[src/include/dsp_seq_settings.svh]
// Assumes a 16-bit word split into a 4-bit opcode and a 12-bit field; both vectors sit in page 0
`ifndef DSP_SEQ_SETTINGS_SVH
`define DSP_SEQ_SETTINGS_SVH

// Program and table address width, one ROM word
`define DSP_AW 16

// Width of the i register and of the jump field
`define DSP_IW 12

// Entry point taken when the interrupt controller fires
`define DSP_IRQ_VEC 1

// Entry point of icall
`define DSP_ICALL_VEC 2

`endif
[src/hdl/dsp_seq_pkg.sv]
// Field layout assumes DSP_AW equals DSP_IW plus 4; loop bodies hold at most 15 words
`default_nettype none
`include "dsp_seq_settings.svh"

package dsp_seq_pkg;

    typedef enum logic [3:0] {
        OP_GOTO_JA = 4'd0,
        OP_CALL_JA = 4'd1,
        OP_GOTO_B  = 4'd2,   // b field picks return, iret, goto pt or call pt
        OP_ICALL   = 4'd3,
        OP_IMM     = 4'd4,   // Value comes in the next ROM word
        OP_RAM     = 4'd5,
        OP_ACC     = 4'd6,
        OP_TABLE   = 4'd7,   // *pt++ or *pt++i
        OP_DO      = 4'd8,
        OP_NOP     = 4'd15
    } opcode_e;

    // Jumps and calls
    typedef struct packed {
        opcode_e             op;
        logic [`DSP_IW-1:0]  ja;     // b field in bits 10:8
    } branch_view_t;

    // Loads, table reads and do loops
    typedef struct packed {
        opcode_e     op;
        logic        hi;      // Body length is {hi, cnt[6:4]}
        logic [6:0]  cnt;     // Repeat count, istep in bit 0
        logic        spare;
        logic [2:0]  r;
    } operand_view_t;

    typedef union packed {
        branch_view_t   br;
        operand_view_t  opr;
    } instr_u;

    typedef struct packed {
        logic                goto_ja;
        logic                goto_b;
        logic                call_ja;
        logic                icall;
        logic                ram_load;
        logic                imm_load;
        logic                acc_load;
        logic                pt_load;    // Write pt from the selected source
        logic                pt_read;    // Post-increment pt
        logic                istep;
        logic [2:0]          r;
        logic [`DSP_IW-1:0]  i;
    } aau_ctl_t;

    typedef struct packed {
        logic        do_start;
        logic        do_redo;
        logic        do_out;
        logic        do_save;
        logic        do_short;
        logic [3:0]  do_pc;
    } do_ctl_t;

endpackage

`default_nettype wire

[src/hdl/dsp_seq_top.sv]
// ROM, RAM and accumulator live outside; the ROM must answer within the same cycle
`timescale 1ns/1ps
`default_nettype none
`include "dsp_seq_settings.svh"

module dsp_seq_top import dsp_seq_pkg::*; (
    input  logic               clk,
    input  logic               rst,
    input  logic               cen,
    input  logic               irq,
    input  logic [`DSP_AW-1:0] rom_dout,
    input  logic [`DSP_AW-1:0] ram_dout,
    input  logic [`DSP_AW-1:0] acc_dout,
    output logic [`DSP_AW-1:0] rom_addr,
    output logic [`DSP_AW-1:0] pt_addr,
    output logic [`DSP_AW-1:0] reg_dout,
    output logic               lfsr_rst
);
    aau_ctl_t   ctl;
    do_ctl_t    loop;
    logic       do_start;
    logic [7:0] do_data;
    logic       do_active;
    logic       iret;
    logic       imm_pending;
    logic       irq_start;

    dsp_decoder u_dec (
        .clk         (clk),
        .rst         (rst),
        .cen         (cen),
        .rom_dout    (rom_dout),
        .do_active   (do_active),
        .ctl         (ctl),
        .do_start    (do_start),
        .do_data     (do_data),
        .iret        (iret),
        .imm_pending (imm_pending)
    );

    dsp_do_loop u_loop (
        .clk       (clk),
        .rst       (rst),
        .cen       (cen),
        .do_start  (do_start),
        .do_data   (do_data),
        .loop      (loop),
        .do_active (do_active)
    );

    dsp_irq_ctl u_irq (
        .clk         (clk),
        .rst         (rst),
        .cen         (cen),
        .irq         (irq),
        .iret        (iret),
        .imm_pending (imm_pending),
        .do_active   (do_active),
        .irq_start   (irq_start)
    );

    dsp_rom_aau u_aau (
        .clk       (clk),
        .rst       (rst),
        .cen       (cen),
        .ctl       (ctl),
        .loop      (loop),
        .irq_start (irq_start),
        .rom_dout  (rom_dout),
        .ram_dout  (ram_dout),
        .acc_dout  (acc_dout),
        .rom_addr  (rom_addr),
        .pt_addr   (pt_addr),
        .reg_dout  (reg_dout),
        .lfsr_rst  (lfsr_rst)
    );

endmodule

`default_nettype wire

[src/hdl/dsp_irq_ctl.sv]
// Edge-triggered request; a second edge during service waits until interrupt return
`timescale 1ns/1ps
`default_nettype none

module dsp_irq_ctl (
    input  logic clk,
    input  logic rst,
    input  logic cen,
    input  logic irq,
    input  logic iret,
    input  logic imm_pending,
    input  logic do_active,
    output logic irq_start
);
    logic [1:0] sync;
    logic       sync_q;        // Previous synchronized level
    logic       pending;
    logic       in_service;

    assign irq_start = pending && !in_service && !imm_pending && !do_active;

    always_ff @(posedge clk, posedge rst) begin
        if (rst) begin
            sync       <= 2'b00;
            sync_q     <= 1'b0;
            pending    <= 1'b0;
            in_service <= 1'b0;
        end else if (cen) begin
            sync   <= {sync[0], irq};
            sync_q <= sync[1];
            if (sync[1] && !sync_q)
                pending <= 1'b1;
            else if (irq_start)
                pending <= 1'b0;
            if (irq_start)
                in_service <= 1'b1;
            else if (iret)
                in_service <= 1'b0;
        end
    end

    // No second entry before the handler returns
    a_single_service: assert property (@(posedge clk) disable iff (rst)
        cen && irq_start |=> !irq_start until (cen && iret));

endmodule

`default_nettype wire

[src/hdl/dsp_do_loop.sv]
// Single loop level only; count and body length must both be nonzero
`timescale 1ns/1ps
`default_nettype none

module dsp_do_loop import dsp_seq_pkg::*; (
    input  logic       clk,
    input  logic       rst,
    input  logic       cen,
    input  logic       do_start,
    input  logic [7:0] do_data,
    output do_ctl_t    loop,
    output logic       do_active
);
    logic [3:0] len_q;
    logic [3:0] ofs_q;
    logic [6:0] rem_q;     // Passes left after the current one
    logic       first_q;
    logic       active_q;
    logic       last;

    assign last      = active_q && ofs_q == len_q - 4'd1;
    assign do_active = active_q;

    always_comb begin
        loop.do_start = do_start;
        loop.do_redo  = active_q && rem_q != 7'd0;
        loop.do_out   = last && rem_q == 7'd0;
        loop.do_save  = active_q && first_q;
        loop.do_short = active_q && len_q == 4'd1;
        loop.do_pc    = ofs_q;
    end

    always_ff @(posedge clk, posedge rst) begin
        if (rst) begin
            len_q    <= 4'd0;
            ofs_q    <= 4'd0;
            rem_q    <= 7'd0;
            first_q  <= 1'b0;
            active_q <= 1'b0;
        end else if (cen) begin
            if (do_start) begin
                active_q <= 1'b1;
                first_q  <= 1'b1;
                ofs_q    <= 4'd0;
                len_q    <= do_data[7:4];
                rem_q    <= do_data[6:0] - 7'd1;
            end else if (active_q) begin
                if (last) begin
                    ofs_q   <= 4'd0;
                    first_q <= 1'b0;
                    if (rem_q == 7'd0)
                        active_q <= 1'b0;   // Exit after final pass
                    else
                        rem_q <= rem_q - 7'd1;
                end else begin
                    ofs_q <= ofs_q + 4'd1;
                end
            end
        end
    end

    a_count_nonzero: assert property (@(posedge clk) disable iff (rst)
        cen && do_start |-> do_data[6:0] != 7'd0 && do_data[7:4] != 4'd0);

endmodule

`default_nettype wire

[src/hdl/dsp_decoder.sv]
// Nested do loops are not decoded; the word after an immediate-load opcode is always data
`timescale 1ns/1ps
`default_nettype none
`include "dsp_seq_settings.svh"

module dsp_decoder import dsp_seq_pkg::*; (
    input  logic               clk,
    input  logic               rst,
    input  logic               cen,
    input  logic [`DSP_AW-1:0] rom_dout,
    input  logic               do_active,
    output aau_ctl_t           ctl,
    output logic               do_start,
    output logic [7:0]         do_data,
    output logic               iret,
    output logic               imm_pending
);
    instr_u     word;
    opcode_e    op;
    logic       pend_q;      // Current word is immediate data
    logic [2:0] pend_r;
    logic       fresh;

    assign word  = rom_dout;
    assign op    = word.br.op;
    assign fresh = !pend_q;

    assign do_start = fresh && op == OP_DO && !do_active;
    assign do_data  = {word.opr.hi, word.opr.cnt};   // Length in 7:4, count in 6:0
    assign iret     = fresh && op == OP_GOTO_B && word.br.ja[10:8] == 3'd1;
    // Both words of an immediate load and the do word stay uninterrupted
    assign imm_pending = pend_q || (fresh && (op == OP_IMM || op == OP_DO));

    always_comb begin
        ctl = '0;
        if (pend_q) begin
            ctl.imm_load = 1'b1;
            ctl.r        = pend_r;
            ctl.pt_load  = pend_r == 3'd0;
        end else begin
            ctl.r = word.opr.r;
            ctl.i = word.br.ja;
            case (op)
                OP_GOTO_JA: ctl.goto_ja = 1'b1;
                OP_CALL_JA: ctl.call_ja = 1'b1;
                OP_GOTO_B:  ctl.goto_b  = 1'b1;
                OP_ICALL:   ctl.icall   = 1'b1;
                OP_RAM: begin
                    ctl.ram_load = 1'b1;
                    ctl.pt_load  = word.opr.r == 3'd0;
                end
                OP_ACC: begin
                    ctl.acc_load = 1'b1;
                    ctl.pt_load  = word.opr.r == 3'd0;
                end
                OP_TABLE: begin
                    ctl.pt_read = 1'b1;
                    ctl.istep   = word.opr.cnt[0];
                end
                default: ;   // Immediate first word, do and nop
            endcase
        end
    end

    always_ff @(posedge clk, posedge rst) begin
        if (rst)
            pend_q <= 1'b0;
        else if (cen)
            pend_q <= fresh && op == OP_IMM;
    end

    always_ff @(posedge clk) begin
        if (cen && fresh)
            pend_r <= word.opr.r;
    end

    a_no_nested_do: assert property (@(posedge clk) disable iff (rst)
        cen && fresh && op == OP_DO |-> !do_active);

endmodule

`default_nettype wire

[src/hdl/dsp_rom_aau.sv]
// Jumps inside a loop body are not supported; pt only steps within its low 12 bits
`timescale 1ns/1ps
`default_nettype none
`include "dsp_seq_settings.svh"

module dsp_rom_aau import dsp_seq_pkg::*; (
    input  logic               clk,
    input  logic               rst,
    input  logic               cen,
    input  aau_ctl_t           ctl,
    input  do_ctl_t            loop,
    input  logic               irq_start,
    input  logic [`DSP_AW-1:0] rom_dout,
    input  logic [`DSP_AW-1:0] ram_dout,
    input  logic [`DSP_AW-1:0] acc_dout,
    output logic [`DSP_AW-1:0] rom_addr,
    output logic [`DSP_AW-1:0] pt_addr,
    output logic [`DSP_AW-1:0] reg_dout,
    output logic               lfsr_rst
);
    localparam logic [`DSP_AW-1:0] IRQ_VEC   = `DSP_IRQ_VEC;
    localparam logic [`DSP_AW-1:0] ICALL_VEC = `DSP_ICALL_VEC;

    logic [`DSP_AW-1:0] pc;
    logic [`DSP_AW-1:0] pr;
    logic [`DSP_AW-1:0] pi;
    logic [`DSP_AW-1:0] pt;
    logic [`DSP_AW-1:0] head;       // Address of the first body word
    logic [`DSP_IW-1:0] i;
    logic [`DSP_AW-1:0] seq_pc;
    logic [`DSP_AW-1:0] target;
    logic [`DSP_AW-1:0] next_pc;
    logic [`DSP_AW-1:0] next_pt;
    logic [`DSP_AW-1:0] load_val;
    logic [2:0]         b_field;
    logic               shadow;     // Normal flow, pi tracks pc
    logic               irq_in;
    logic               in_cache;
    logic               replay;
    logic               ret;
    logic               iret;
    logic               goto_pt;
    logic               call_pt;
    logic               any_load;
    logic               load_pr;
    logic               load_pi;
    logic               load_i;

    assign seq_pc   = pc + 1'b1;
    assign b_field  = ctl.i[10:8];
    assign ret      = ctl.goto_b && b_field == 3'd0;
    assign iret     = ctl.goto_b && b_field == 3'd1;
    assign goto_pt  = ctl.goto_b && b_field == 3'd2;
    assign call_pt  = ctl.goto_b && b_field == 3'd3;
    assign any_load = ctl.ram_load || ctl.imm_load || ctl.acc_load;
    assign load_pr  = any_load && ctl.r == 3'd1;
    assign load_pi  = any_load && ctl.r == 3'd2;
    assign load_i   = any_load && ctl.r == 3'd3;

    // First pass runs from pc, later passes come from the head
    assign replay   = in_cache && !loop.do_save;
    assign rom_addr = replay ? head + {{(`DSP_AW-4){1'b0}}, loop.do_pc} : pc;
    assign pt_addr  = pt;

    always_comb begin
        load_val = ctl.imm_load ? rom_dout : (ctl.ram_load ? ram_dout : acc_dout);
        next_pt  = {pt[`DSP_AW-1:`DSP_IW], pt[`DSP_IW-1:0] + (ctl.istep ? i : `DSP_IW'd1)};

        if (replay)
            target = pc;            // pc already holds the exit address
        else if (ctl.icall)
            target = ICALL_VEC;
        else if (ctl.goto_ja || ctl.call_ja)
            target = {pc[`DSP_AW-1:`DSP_IW], ctl.i};
        else if (goto_pt || call_pt)
            target = pt;
        else if (ret)
            target = pr;
        else if (iret)
            target = pi;
        else
            target = seq_pc;
        next_pc = (irq_start && !replay) ? IRQ_VEC : target;

        case (ctl.r[1:0])
            2'd0: reg_dout = pt;
            2'd1: reg_dout = pr;
            2'd2: reg_dout = pi;
            default: reg_dout = {{(`DSP_AW-`DSP_IW){i[`DSP_IW-1]}}, i};
        endcase
    end

    always_ff @(posedge clk, posedge rst) begin
        if (rst) begin
            pc       <= '0;
            pr       <= '0;
            pi       <= '0;
            pt       <= '0;
            i        <= '0;
            shadow   <= 1'b1;
            irq_in   <= 1'b0;
            in_cache <= 1'b0;
            lfsr_rst <= 1'b0;
        end else if (cen) begin
            pc <= next_pc;
            if (ctl.pt_load)
                pt <= load_val;
            else if (ctl.pt_read)
                pt <= next_pt;
            if (ctl.call_ja || call_pt)
                pr <= seq_pc;   // Return address
            else if (load_pr)
                pr <= load_val;
            if (load_i)
                i <= load_val[`DSP_IW-1:0];

            if (irq_start)
                pi <= target;   // Resume where this word would have gone
            else if (ctl.icall)
                pi <= seq_pc;
            else if (shadow && !loop.do_start)
                pi <= pc;
            else if (load_pi)
                pi <= load_val;
            // Writing pi during normal flow resets the LFSR instead
            lfsr_rst <= shadow && load_pi && !irq_start && !ctl.icall && !loop.do_start;

            if (irq_start || ctl.icall || loop.do_start)
                shadow <= 1'b0;
            else if (iret || (loop.do_out && !irq_in))
                shadow <= 1'b1;
            if (irq_start || ctl.icall)
                irq_in <= 1'b1;
            else if (iret)
                irq_in <= 1'b0;

            if (loop.do_out)
                in_cache <= 1'b0;
            else if (loop.do_save && loop.do_redo)
                in_cache <= 1'b1;
        end
    end

    always_ff @(posedge clk) begin
        if (cen && loop.do_save && loop.do_pc == 4'd0)
            head <= pc;
    end

    a_one_source: assert property (@(posedge clk) disable iff (rst)
        cen |-> $onehot0({ctl.ram_load, ctl.imm_load, ctl.acc_load}));

    // Held pc marks the end of the body
    a_loop_window: assert property (@(posedge clk) disable iff (rst)
        replay |-> (rom_addr - head) < (pc - head)
                   && (!loop.do_short || pc - head == `DSP_AW'd1));

endmodule

`default_nettype wire

[config.mk]
export PLATFORM = sky130hd
export DESIGN_NAME = dsp_seq_top
export DESIGN_NICKNAME = d
export VERILOG_FILES = /design/src/hdl/dsp_seq_pkg.sv /design/src/hdl/dsp_seq_top.sv /design/src/hdl/dsp_irq_ctl.sv /design/src/hdl/dsp_do_loop.sv /design/src/hdl/dsp_decoder.sv /design/src/hdl/dsp_rom_aau.sv
export VERILOG_INCLUDE_DIRS = /design/src /design/src/include
export SDC_FILE = /design/constraint.sdc
export NUM_CORES = 1
export LEC_CHECK = 0
export ABC_AREA = 1
export BUFFER_PORTS_ARGS = -buffer_cell sky130_fd_sc_hd__clkbuf_2
export CORE_MARGIN = 2
export CORE_UTILIZATION = 35
export DETAILED_ROUTE_END_ITERATION = 8
export PLACE_DENSITY = 0.53
export SYNTH_ARGS = -nofsm -noshare
export SYNTH_HDL_FRONTEND = slang
export SYNTH_SLANG_ARGS = --single-unit
[constraint.sdc]
create_clock -name clk -period 7.1 [get_ports clk]
set_input_delay 1.065 -clock clk [delete_from_list [all_inputs] [get_ports clk]]
set_output_delay 1.065 -clock clk [all_outputs]
set_load 0.005 [all_outputs]
* After elaboration in Yosys (flattened, before gate mapping)
Index checks and enable logic that the tools add are counted.
** Storage, ports and cells
- Output and inout bits :: 49
- Flip-flop bits (word level) :: 122
- Word-level logic and storage cells :: 194
** Cells by class
- Reductions and logical operators :: 87
- Add/sub/neg operators :: 7
- Equality and inequality tests :: 19
- Multiplexer cells :: 59
** Operator list (number)
- two-way mux 16 bit :: 17
- one-hot mux 16 bit (3 select lines) :: 1
- two-way mux 12 bit :: 3
- logical AND 1 bit :: 33
- two-way mux 7 bit :: 4
- two-way mux 1 bit :: 27
- AND reduction 2 bit :: 12
- nonzero test 2 bit :: 9
- adder 16 x 1 -> 16 bit, second input constant :: 1
- adder 16 x 4 -> 16 bit :: 1
- == test 4 x 3 -> 1 bit, second input constant :: 4
- subtractor 7 x 1 -> 7 bit, second input constant :: 2
- adder 12 bit :: 1
- == test 3 x 2 -> 1 bit, second input constant :: 4
- two-way mux 4 bit :: 3
- zero test 1 bit :: 11
- logical OR 1 bit :: 10
- == test 3 x 1 -> 1 bit, second input constant :: 3
- zero test 3 bit :: 3
- == test 4 x 2 -> 1 bit, second input constant :: 2
- zero test 4 bit :: 2
- zero test 7 bit :: 1
- nonzero test 7 bit :: 1
- two-way mux 5 bit :: 1
- 15 further kinds :: 16

* Longest topological paths before layout
Gate-level depths: netlist of the first run.
- Depth in word-level cells :: 11
- Depth in mapped cells :: 18
- Mapped depth without buffers :: 17

* Cells and area by module
From an unflattened synthesis of the first run, not the netlist that was laid out.
** Second synthesis, totals
- Cells, all modules :: 1437
- Area total of the unflattened synthesis :: 9421.5 sq um
** Modules (own cells, without submodules)
- dsp_rom_aau :: area each 7468.4 sq um, seq. area each 2483.6 sq um, times used 1, cells each 1151
- dsp_do_loop :: area each 1198.6 sq um, seq. area each 425.4 sq um, times used 1, cells each 175
- dsp_decoder :: area each 518.0 sq um, seq. area each 115.1 sq um, times used 1, cells each 83
- dsp_irq_ctl :: area each 236.5 sq um, seq. area each 125.1 sq um, times used 1, cells each 28

* Worst setup path after synthesis of the first run
OpenSTA, ideal clock, no wires.
- Kind :: input to output
- From :: in rom_dout[0]
- To :: out reg_dout[11]
- Path buffers :: 1
- Stages on the path :: 6
- Arrival :: 2.188 ns
- Setup slack :: 3.847 ns
- Data required time :: 6.035 ns
- Cells stage by stage :: o21ai_0 > inv_1 > nor2_1 > clkbuf_1 > nand2_1 > o2111ai_1
** On the way
- Word-level cells in the longest chain between the ends :: 3
- Elaborated cells between the ends (all ways) :: 5
- Classes of those cells :: 2 x eq/ne; 2 x mux; 1 x reduce/logical
** Ends and longest elaborated chain
- start: declaration :: line dsp_seq_top.sv:11 : input logic [`DSP_AW-1:0] rom_dout,
- two-way mux 3 bit (*) :: line dsp_decoder.sv:36 : if (pend_q) begin
- == test 2 bit, or another cell as far along :: line dsp_rom_aau.sv:85 : case (ctl.r[1:0])
- one-hot mux 16 bit (3 select lines) (*) :: line dsp_rom_aau.sv:85
- end: declaration :: line dsp_seq_top.sv:16 : output logic [`DSP_AW-1:0] reg_dout,
Mark *: on every way between the ends. The rest lies on a longest branch, timed or not.

* Worst setup path in the final report of the first run
- From :: reg u_loop.ofs_q[0]
- To :: out rom_addr[14]
** On the way
- Word-level cells in the longest chain between the ends :: 2
** Ends and longest elaborated chain
- start: declaration :: line dsp_do_loop.sv:15 : logic [3:0] ofs_q;
- start signal: assignment :: line dsp_do_loop.sv:56 : ofs_q <= ofs_q + 4'd1;
- adder 16 x 4 -> 16 bit :: line dsp_rom_aau.sv:62 : assign rom_addr = replay ? head + {{(`DSP_AW-4){1'b0}}, loop.do_pc} : pc;
- two-way mux 16 bit :: line dsp_rom_aau.sv:62
- end: declaration :: line dsp_seq_top.sv:14 : output logic [`DSP_AW-1:0] rom_addr,
No other way between the ends.

==> impl_metrics.env, run 1 <==
export IMPL_yosysTopAreaCell="dfrtp_1"
export IMPL_cts_sinks=122
export IMPL_yosysWarnings=0
export IMPL_grt_max_degree=60
export IMPL_r2r_cells=11
export IMPL_fin_tns_setup_ps=0
export IMPL_synth_main_ff_cell="dfrtp_1"
export IMPL_cp_startpoint="u_loop.ofs_q[0]"
export IMPL_endpoint="rom_addr[14]"
export IMPL_ctsHoldBuffers=0
export IMPL_worst_setup_path_end_kind="primary output"
export IMPL_cts_buffers=17
export IMPL_arrival_ps=3140
export IMPL_p_int_mw=2.07
export IMPL_worst_pin_slew_ps=1190
export IMPL_synth_nets=1483
export IMPL_vdd_drop_max_mv=0.143
export IMPL_cap_violations=0
export IMPL_period_minus_slack_ps=4200
export IMPL_drive_gt1_share_pct=12.1
export IMPL_p_leak_nw=5.29
export IMPL_p_sw_mw=1.70
export IMPL_cts_buffer_depth=2
export IMPL_hold_path_class="reg2reg"
export IMPL_finalMaxSlewViolations=0
export IMPL_synthArstFlopShare_pct=84.4
export IMPL_vias=9528
export IMPL_portBuffers=100
export IMPL_final_util_pct=40.7
export IMPL_max_slew_margin_rel_pct=20.7
export IMPL_setup_worst_path_class="reg2out"
export IMPL_fmax_mhz=238
export IMPL_fillers=2834
export IMPL_synthDistinctLibCells=51
export IMPL_coreArea_um2=26100
export IMPL_finalHoldViolCount=0
export IMPL_period_share_pct=59.2
export IMPL_worstSetupStartpointType="register"
export IMPL_clk_latency_ps=430
export IMPL_cts_root_buffer="clkbuf_16"
export IMPL_start_util_pct=35.6
export IMPL_synth_edf_count=19
export IMPL_grt_pass1_vias=8917
export IMPL_ios=101
export IMPL_power_frac_clock_pct=23.3
export IMPL_die_area_um2=27800
export IMPL_first_pass_iters=5
export IMPL_dp_hpwl_um=25500
export IMPL_seq_power_share_pct=32.6
export IMPL_drt_iter0_drc=849
export IMPL_syn2layout_area_growth_pct=14.2
export IMPL_p_per_area_nw_per_um2=356
export IMPL_rrSetupSlack_ps=3640
export IMPL_cts_resized=0
export IMPL_power_mw=3.77
export IMPL_r2r_start="u_dec.pend_q"
export IMPL_ys_seq_area_share_pct=33.9
export IMPL_drc=0
export IMPL_ant_nets=0
export IMPL_path_clk_slew_ps=60
export IMPL_finalNetCount=1555
export IMPL_setup_violations=0
export IMPL_htreeDepth=4
export IMPL_post_cts_buffers=0
export IMPL_synth_seq_cells=122
export IMPL_status="finished, final reports clean"
export IMPL_synth_area_um2=9280
export IMPL_gr_usage_all_layers_pct=24.2
export IMPL_grt_pass1_wl_um=52100
export IMPL_wl_um=33300
export IMPL_rsz0062_at_grt="no"
export IMPL_p_sw_share_pct=45.1
export IMPL_layout_common_cells="nand2_1 (452), inv_1 (174), o21ai_0 (124)"
export IMPL_final_common_cell="nand2_1"
export IMPL_rows=59
export IMPL_die_w_um=167
export IMPL_r2r_end="u_aau.pr[15]"
export IMPL_cts_tree="yes"
export IMPL_synth_top_area_share_pct=27.5
export IMPL_gp_congestion=0.928
export IMPL_antenna_cells=0
export IMPL_die_y_um=167
export IMPL_cp_max_fo=8
export IMPL_yosys_top_cells_area="dfrtp_1 (27%), nand2_1 (18%), inv_1 (7.1%)"
export IMPL_crit_required_ps=6030
export IMPL_wire_per_inst_um=18.2
export IMPL_synth_cells=1409
export IMPL_antenna_found_initial=0
export IMPL_min_path_cells=2
export IMPL_syn_avg_cell_area_um2=6.59
export IMPL_overflow=0
export IMPL_via_per_inst=5.21
export IMPL_finClkSkew_ps=10.4
export IMPL_comb_power_share_pct=44.1
## synth_stat cells (7+ instances only)
cell	number
ha_1	20
xor2_1	20
o211ai_1	22
xnor2_1	10
nor2_1	99
clkbuf_1	29
nand4_1	12
a21oi_1	75
nand3_1	108
nand2_2	8
buf_2	19
inv_1	175
o21ai_1	11
edfxtp_1	19
o21ai_0	124
and2_1	7
dfrtp_1	102
nor3_1	10
nand2_1	452
o22ai_1	13
## registers in the layout (all words and copies together), names as in the netlist, 2 cells and up
signal,flops
u_aau.pc,16
u_dec.pend_r,3
u_aau.pi,16
u_aau.i,12
u_aau.head,16
u_aau.pt_addr,16
u_loop.rem_q,7
u_aau.pr,16
u_loop.len_q,4
u_irq.sync,2
u_loop.ofs_q,4
## routing by layer
| layer | track usage [%] | vias to the layer above | wire [um] |
|---|---|---|---|
| li1 | - | 4706 | - |
| met1 | 35.6 | 4445 | 16000 |
| met2 | 36.9 | 341 | 14600 |
| met3 | 3.35 | 36 | 1880 |
| met4 | 6.93 | 0 | 740 |
| met5 | 0 | - | 0 |
## cell families after synthesis
group	Yosys count	synth area share, %
compound gates	273	16.7
xor+xnor	30	2.83
fa+ha+maj	22	3.13
buf+inv	241	10.4
flops	122	33.9
simple gates	721	33.0
## worst max-delay path: stages, from the launching register on
cell      delay (ps)
dfrtp_1          500
ha_1             230
inv_1             70
fa_1             440
o21ai_0          270
nand2_1          110
nor2_1           140
inv_1             70
nor2_1           260
nand3_1          170
o21ai_0          170
nand3_1           80
o21ai_0           90
clkbuf_2         130
## worst min path at each step
stage / start / end
floorplan: u_aau.pc[5] / u_aau.head[5]
global placement: u_irq.sync_q / u_irq.sync_q
detailed placement: u_irq.sync_q / u_irq.sync_q
CTS: u_irq.sync_q / u_irq.sync_q
global route: u_irq.sync_q / u_irq.pending
finish: u_irq.sync_q / u_irq.sync_q
## power by group through the flow
stage | Clock [mW] | Sequential [mW] | Combinational [mW]
after global placement | 0 | 1.23 | 1.64
after detailed placement | 0 | 1.23 | 1.65
final | 0.880 | 1.23 | 1.67
after floorplan | 0 | 1.11 | 1.15
after CTS | 0.892 | 1.22 | 1.66
after global routing | 0.923 | 1.26 | 1.88
## stage by stage
step / worst slack [ps] / instances / cell area (um2) / hold WS (ps)
after detailed placement: 2950 / 1797 / 10000 / 460
after CTS: 2830 / 1828 / 10600 / 475
final: 2900 / 1828 / 10600 / 475
after floorplan: 3330 / 1409 / 9280 / 423
after global placement: 3070 / 1797 / 10000 / 452
after global routing: 2630 / 1828 / 10600 / 489
## area by class of cell
class / count / area [um2] / share of cell area [%]
Multi-Input combinational cell: 1046 / 5170 / 48.8
Sequential cell: 122 / 3150 / 29.7
Inverter: 184 / 693 / 6.54
Timing Repair Buffer: 110 / 576 / 5.43
Clock buffer: 22 / 507 / 4.78
Tap cell: 335 / 419 / 3.95
Clock inverter: 9 / 86.3 / 0.815
Power figures use the tool's default switching activity.
==> run 2, diff against run 1 <==
==> constraint.sdc (replaced) <==
create_clock -name clk -period 4.3 [get_ports clk]
set_input_delay 0.645 -clock clk [delete_from_list [all_inputs] [get_ports clk]]
set_output_delay 0.645 -clock clk [all_outputs]
set_load 0.005 [all_outputs]
==> run 2 against run 1 <==
  * Count of clock-buffer cells in the layout is 4 lower
  * Sequential share of layout area is 0.21 points lower
  * Critical path type unchanged
  * Hold slack worse by 250 ps
  * Sequential cell count stayed put
  * Global-route usage is 0.18 points lower
  * Largest cell class unchanged
  * Utilization is 0.28 points higher
  * Critical path depth stayed put
==> impl_metrics.env, run 2 (same netlist as run 1, synthesis figures left out) <==
export IMPL_worst_pin_slew_ps=1260
export IMPL_syn2layout_area_growth_pct=15.0
export IMPL_setup_worst_path_class="reg2out"
export IMPL_r2r_end="u_aau.pt_addr[8]"
export IMPL_final_common_cell="nand2_1"
export IMPL_max_slew_margin_rel_pct=16.3
export IMPL_crit_family="simple AND/OR/NAND/NOR gates"
export IMPL_drc=0
export IMPL_dp_hpwl_um=25500
export IMPL_gp_congestion=0.974
export IMPL_rrSetupSlack_ps=1230
export IMPL_r2r_cells=14
export IMPL_period_share_pct=86.5
export IMPL_seq_power_share_pct=32.2
export IMPL_coreArea_um2=26100
export IMPL_finalHoldViolCount=0
export IMPL_post_cts_buffers=0
export IMPL_path_clk_slew_ps=60
export IMPL_crit_chain="ha_1 > inv_1 > fa_1 > o21ai_0 > nand2_1 > nor2_1 > inv_1 > nor2_1 > nand3_1 > o21ai_0 > nand3_1 > o21ai_0 > clkbuf_2"
export IMPL_rsz0062_at_grt="no"
export IMPL_ctsHoldBuffers=0
export IMPL_cts_resized=0
export IMPL_wire_per_inst_um=18.1
export IMPL_die_area_um2=27800
export IMPL_portBuffers=100
export IMPL_fin_area_um2=10700
export IMPL_die_w_um=167
export IMPL_place_area_um2=10100
export IMPL_comb_power_share_pct=44.1
export IMPL_seqCellArea_um2=3150
export IMPL_drive_gt1_share_pct=12.7
export IMPL_cap_violations=0
export IMPL_cp_max_fo=8
export IMPL_r2r_start="u_dec.pend_q"
export IMPL_grt_pass1_wl_um=52100
export IMPL_fillers=2756
export IMPL_grt_pass1_vias=8826
export IMPL_first_pass_iters=5
export IMPL_fmax_mhz=269
export IMPL_vdd_drop_max_mv=0.455
export IMPL_antenna_found_initial=0
export IMPL_layout_common_cells="nand2_1 (452), inv_1 (174), o21ai_0 (124)"
export IMPL_worst_setup_path_end_kind="primary output"
export IMPL_vias=9545
export IMPL_cts_buffers=17
export IMPL_finalMaxSlewViolations=0
export IMPL_arrival_ps=3080
export IMPL_p_int_mw=3.42
export IMPL_p_leak_nw=5.34
export IMPL_start_util_pct=35.6
export IMPL_wl_um=33300
export IMPL_crit_required_ps=3650
export IMPL_cts_tree="yes"
export IMPL_fin_tns_setup_ps=0
export IMPL_finalNetCount=1564
export IMPL_path_buf_inv=3
export IMPL_gr_usage_all_layers_pct=24.0
export IMPL_cts_buffer_depth=2
export IMPL_die_y_um=167
export IMPL_p_sw_share_pct=45.5
export IMPL_worstSetupStartpointType="register"
export IMPL_power_frac_clock_pct=23.7
export IMPL_ios=101
export IMPL_multiInputGateArea_um2=5170
export IMPL_p_per_area_nw_per_um2=588
export IMPL_cp_slowest_cell="dfrtp_1"
export IMPL_finClkSkew_ps=13.6
export IMPL_setup_violations=0
export IMPL_clk_latency_ps=430
export IMPL_via_per_inst=5.19
export IMPL_path_common_cell="o21ai_0"
export IMPL_p_sw_mw=2.86
export IMPL_ant_nets=0
export IMPL_period_minus_slack_ps=3720
export IMPL_overflow=0
export IMPL_cp_slowest_stage_delay_ps=490
export IMPL_antenna_cells=0
export IMPL_status="finished, final reports clean"
export IMPL_cts_root_buffer="clkbuf_16"
export IMPL_drt_iter0_drc=887
export IMPL_rows=59
export IMPL_hold_path_class="in2async"
export IMPL_grt_max_degree=41
export IMPL_htreeDepth=4
export IMPL_cts_sinks=122
-- run 2: changes by cell type in the layout (fill, tap and decap cells not counted), moves of 2 or more --
cell,before,now
clkinv_2,3,1
clkbuf_16,19,17
buf_4,10,19
inv_6,0,5
-- run 2: power by group through the flow --
stage	combinational [mW]	sequential, mW	clock (mW)
after global placement	2.73	2.02	0
after CTS	2.76	2.01	1.51
after detailed placement	2.74	2.02	0
final	2.77	2.02	1.49
after floorplan	1.89	1.83	0
after global routing	3.12	2.07	1.57
-- run 2: routing by layer --
layer | global-route usage [%] | wire length, um
met1 | 35.8 | 15700
met2 | 36.0 | 14500
met3 | 2.99 | 2150
met4 | 7.46 | 869
met5 | 0 | 0
-- run 2: final cells by class --
| class | count | share of cell area (%) |
|---|---|---|
| inverters | 184 | 6.49 |
| clock buffers | 18 | 4.11 |
| flip-flops and latches | 122 | 29.5 |
| clock inverters | 14 | 1.50 |
| well taps | 335 | 3.93 |
| multi-input cells | 1046 | 48.4 |
| repair buffers | 119 | 6.03 |
-- run 2: stage by stage --
stage	setup WS, ps	std cells	hold WS, ps	utilization (%)	power, mW
finish	579	1838	221	41.0	6.28
global route	271	1838	262	41.0	6.76
CTS	575	1838	235	41.0	6.28
detailed placement	874	1806	459	38.7	4.76
global placement	922	1806	453	38.7	4.75
floorplan	953	1409	423	-	3.73
-- run 2: how the worst max path moves through the flow --
stage / start / end / slack (ps) / cells past startpoint
5_1_grt: u_loop.ofs_q[0] / rom_addr[14] / 270 / 13
6_report: u_loop.ofs_q[0] / rom_addr[14] / 580 / 13
2_1_floorplan: rst / u_aau.i[0] / 950 / 1
3_3_place_gp: rom_dout[15] / u_aau.pt_addr[8] / 920 / 17
4_1_cts: u_loop.ofs_q[0] / rom_addr[14] / 580 / 13
3_5_place_dp: rom_dout[15] / u_aau.pt_addr[8] / 870 / 17
==> run 3, diff against run 2 <==
==> constraint.sdc (replaced) <==
create_clock -name clk -period 3.8 [get_ports clk]
set_input_delay 0.57 -clock clk [delete_from_list [all_inputs] [get_ports clk]]
set_output_delay 0.57 -clock clk [all_outputs]
set_load 0.005 [all_outputs]
==> run 3 against run 2 <==
  * Total power is 14% higher
  * Final cell count is 0.22% higher
  * Utilization is 0.20 points higher
  * Clock skew is 0.93 ps lower
  * Count of clock-buffer cells in the layout is 1 higher
  * Global-route usage hardly changed
  * Largest cell class unchanged
==> impl_metrics.env, run 3 (same netlist as run 1, synthesis figures left out) <==
export IMPL_status="finished, final reports clean"
export IMPL_fillers=2815
export IMPL_start_util_pct=35.6
export IMPL_final_common_cell="nand2_1"
export IMPL_finClkSkew_ps=12.7
export IMPL_die_y_um=167
export IMPL_place_inst=1810
export IMPL_p_sw_mw=3.22
export IMPL_worstSetupStartpointType="register"
export IMPL_comb_power_share_pct=44.0
export IMPL_p_sw_share_pct=45.1
export IMPL_stdcell_count=1842
export IMPL_cts_sinks=122
export IMPL_cts_root_buffer="clkbuf_16"
export IMPL_finalMaxSlewViolations=0
export IMPL_die_w_um=167
export IMPL_wire_per_inst_um=18.0
export IMPL_p_leak_nw=5.36
export IMPL_antenna_cells=0
export IMPL_fin_tns_setup_ps=0
export IMPL_cts_buffers=17
export IMPL_worst_pin_slew_ps=833
export IMPL_max_slew_margin_rel_pct=44.5
export IMPL_setup_ws_ps=401
export IMPL_arrival_ps=2830
export IMPL_post_cts_buffers=0
export IMPL_detailedPlace_worstSlack_ps=441
export IMPL_multiInputGateArea_um2=5170
export IMPL_finalNetCount=1568
export IMPL_dp_hpwl_um=25200
export IMPL_drc=0
export IMPL_cap_violations=0
export IMPL_ctsHoldBuffers=0
export IMPL_overflow=0
export IMPL_wl_um=33200
export IMPL_layout_common_cells="nand2_1 (452), inv_1 (174), o21ai_0 (124)"
export IMPL_htreeDepth=4
export IMPL_cts_resized=0
export IMPL_gr_usage_all_layers_pct=24.0
export IMPL_final_util_pct=41.2
export IMPL_power_frac_clock_pct=23.9
export IMPL_period_minus_slack_ps=3400
export IMPL_setup_violations=0
export IMPL_finalHoldViolCount=0
export IMPL_gp_congestion=0.951
export IMPL_ant_nets=0
export IMPL_vdd_drop_max_mv=0.535
export IMPL_rsz0062_at_grt="no"
export IMPL_cp_max_fo=8
export IMPL_syn2layout_area_growth_pct=15.5
export IMPL_seqCellArea_um2=3150
export IMPL_die_area_um2=27800
export IMPL_crit_required_ps=3230
export IMPL_rows=59
export IMPL_p_per_area_nw_per_um2=665
export IMPL_via_per_inst=5.17
export IMPL_cts_tree="yes"
export IMPL_r2r_cells=14
export IMPL_ios=101
export IMPL_vias=9516
export IMPL_cts_buffer_depth=2
export IMPL_seq_power_share_pct=32.1
export IMPL_worst_setup_path_end_kind="primary output"
export IMPL_clk_latency_ps=430
export IMPL_hold_path_class="in2async"
export IMPL_p_int_mw=3.91
export IMPL_grt_pass1_vias=8784
export IMPL_fmax_mhz=294
export IMPL_drive_gt1_share_pct=13.1
export IMPL_path_clk_slew_ps=60
export IMPL_first_pass_iters=6
export IMPL_portBuffers=100
export IMPL_coreArea_um2=26100
export IMPL_period_share_pct=89.4
export IMPL_drt_iter0_drc=930
export IMPL_setup_worst_path_class="reg2out"
export IMPL_grt_max_degree=61
export IMPL_grt_pass1_wl_um=52000
export IMPL_antenna_found_initial=0
## run 3: path summary, 6_finish.rpt
kind	start	end	slack, ps
max	u_loop.ofs_q[0]	rom_addr[14]	400
min in group clk	irq	u_irq.sync[0]	340
min reg2reg	u_irq.sync_q	u_irq.pending	460
min	rst	u_dec.pend_q	270
max reg2reg	u_dec.pend_q	u_aau.pt_addr[8]	760
max in group asynchronous	rst	u_aau.shadow	2690
## run 3: critical path: stages, from the launching register on
cell	delay (ps)
dfrtp_2	430
ha_1	190
inv_1	60
fa_1	410
o21ai_0	240
nand2_1	100
nor2_1	130
inv_1	80
nor2_2	170
nand3_1	140
o21ai_0	160
nand3_1	80
o21ai_0	80
clkbuf_2	130
## run 3: through the flow
| step | cell area [um2] | total power [mW] | hold slack, ps |
|---|---|---|---|
| 6_report | 10700 | 7.13 | 273 |
| 5_1_grt | 10700 | 7.67 | 352 |
| 4_1_cts | 10700 | 7.12 | 325 |
| 3_5_place_dp | 10100 | 5.40 | 459 |
| 3_3_place_gp | 10100 | 5.39 | 453 |
| 2_1_floorplan | 9280 | 4.22 | 423 |
## run 3: power groups by stage
stage	Combinational (mW)	Sequential (mW)	Clock, mW
floorplan	2.14	2.08	0
global placement	3.11	2.28	0
detailed placement	3.11	2.28	0
CTS	3.13	2.27	1.72
global route	3.56	2.34	1.77
finish	3.14	2.29	1.70
## run 3: metal layers
metal / global-route usage [%] / up-vias / wire length (um)
met3: 2.26 / 30 / 1690
met1: 35.7 / 4451 / 16100
met2: 37.3 / 302 / 14900
li1: - / 4733 / -
met4: 6.26 / 0 / 564
met5: 0 / - / 0
## run 3: area by class of cell
| class | instances | area share [%] |
|---|---|---|
| Tap cell | 335 | 3.91 |
| Inverter | 184 | 6.46 |
| Timing Repair Buffer | 123 | 6.39 |
| Clock inverter | 13 | 1.31 |
| Multi-Input combinational cell | 1046 | 48.2 |
| Sequential cell | 122 | 29.4 |
| Clock buffer | 19 | 4.33 |
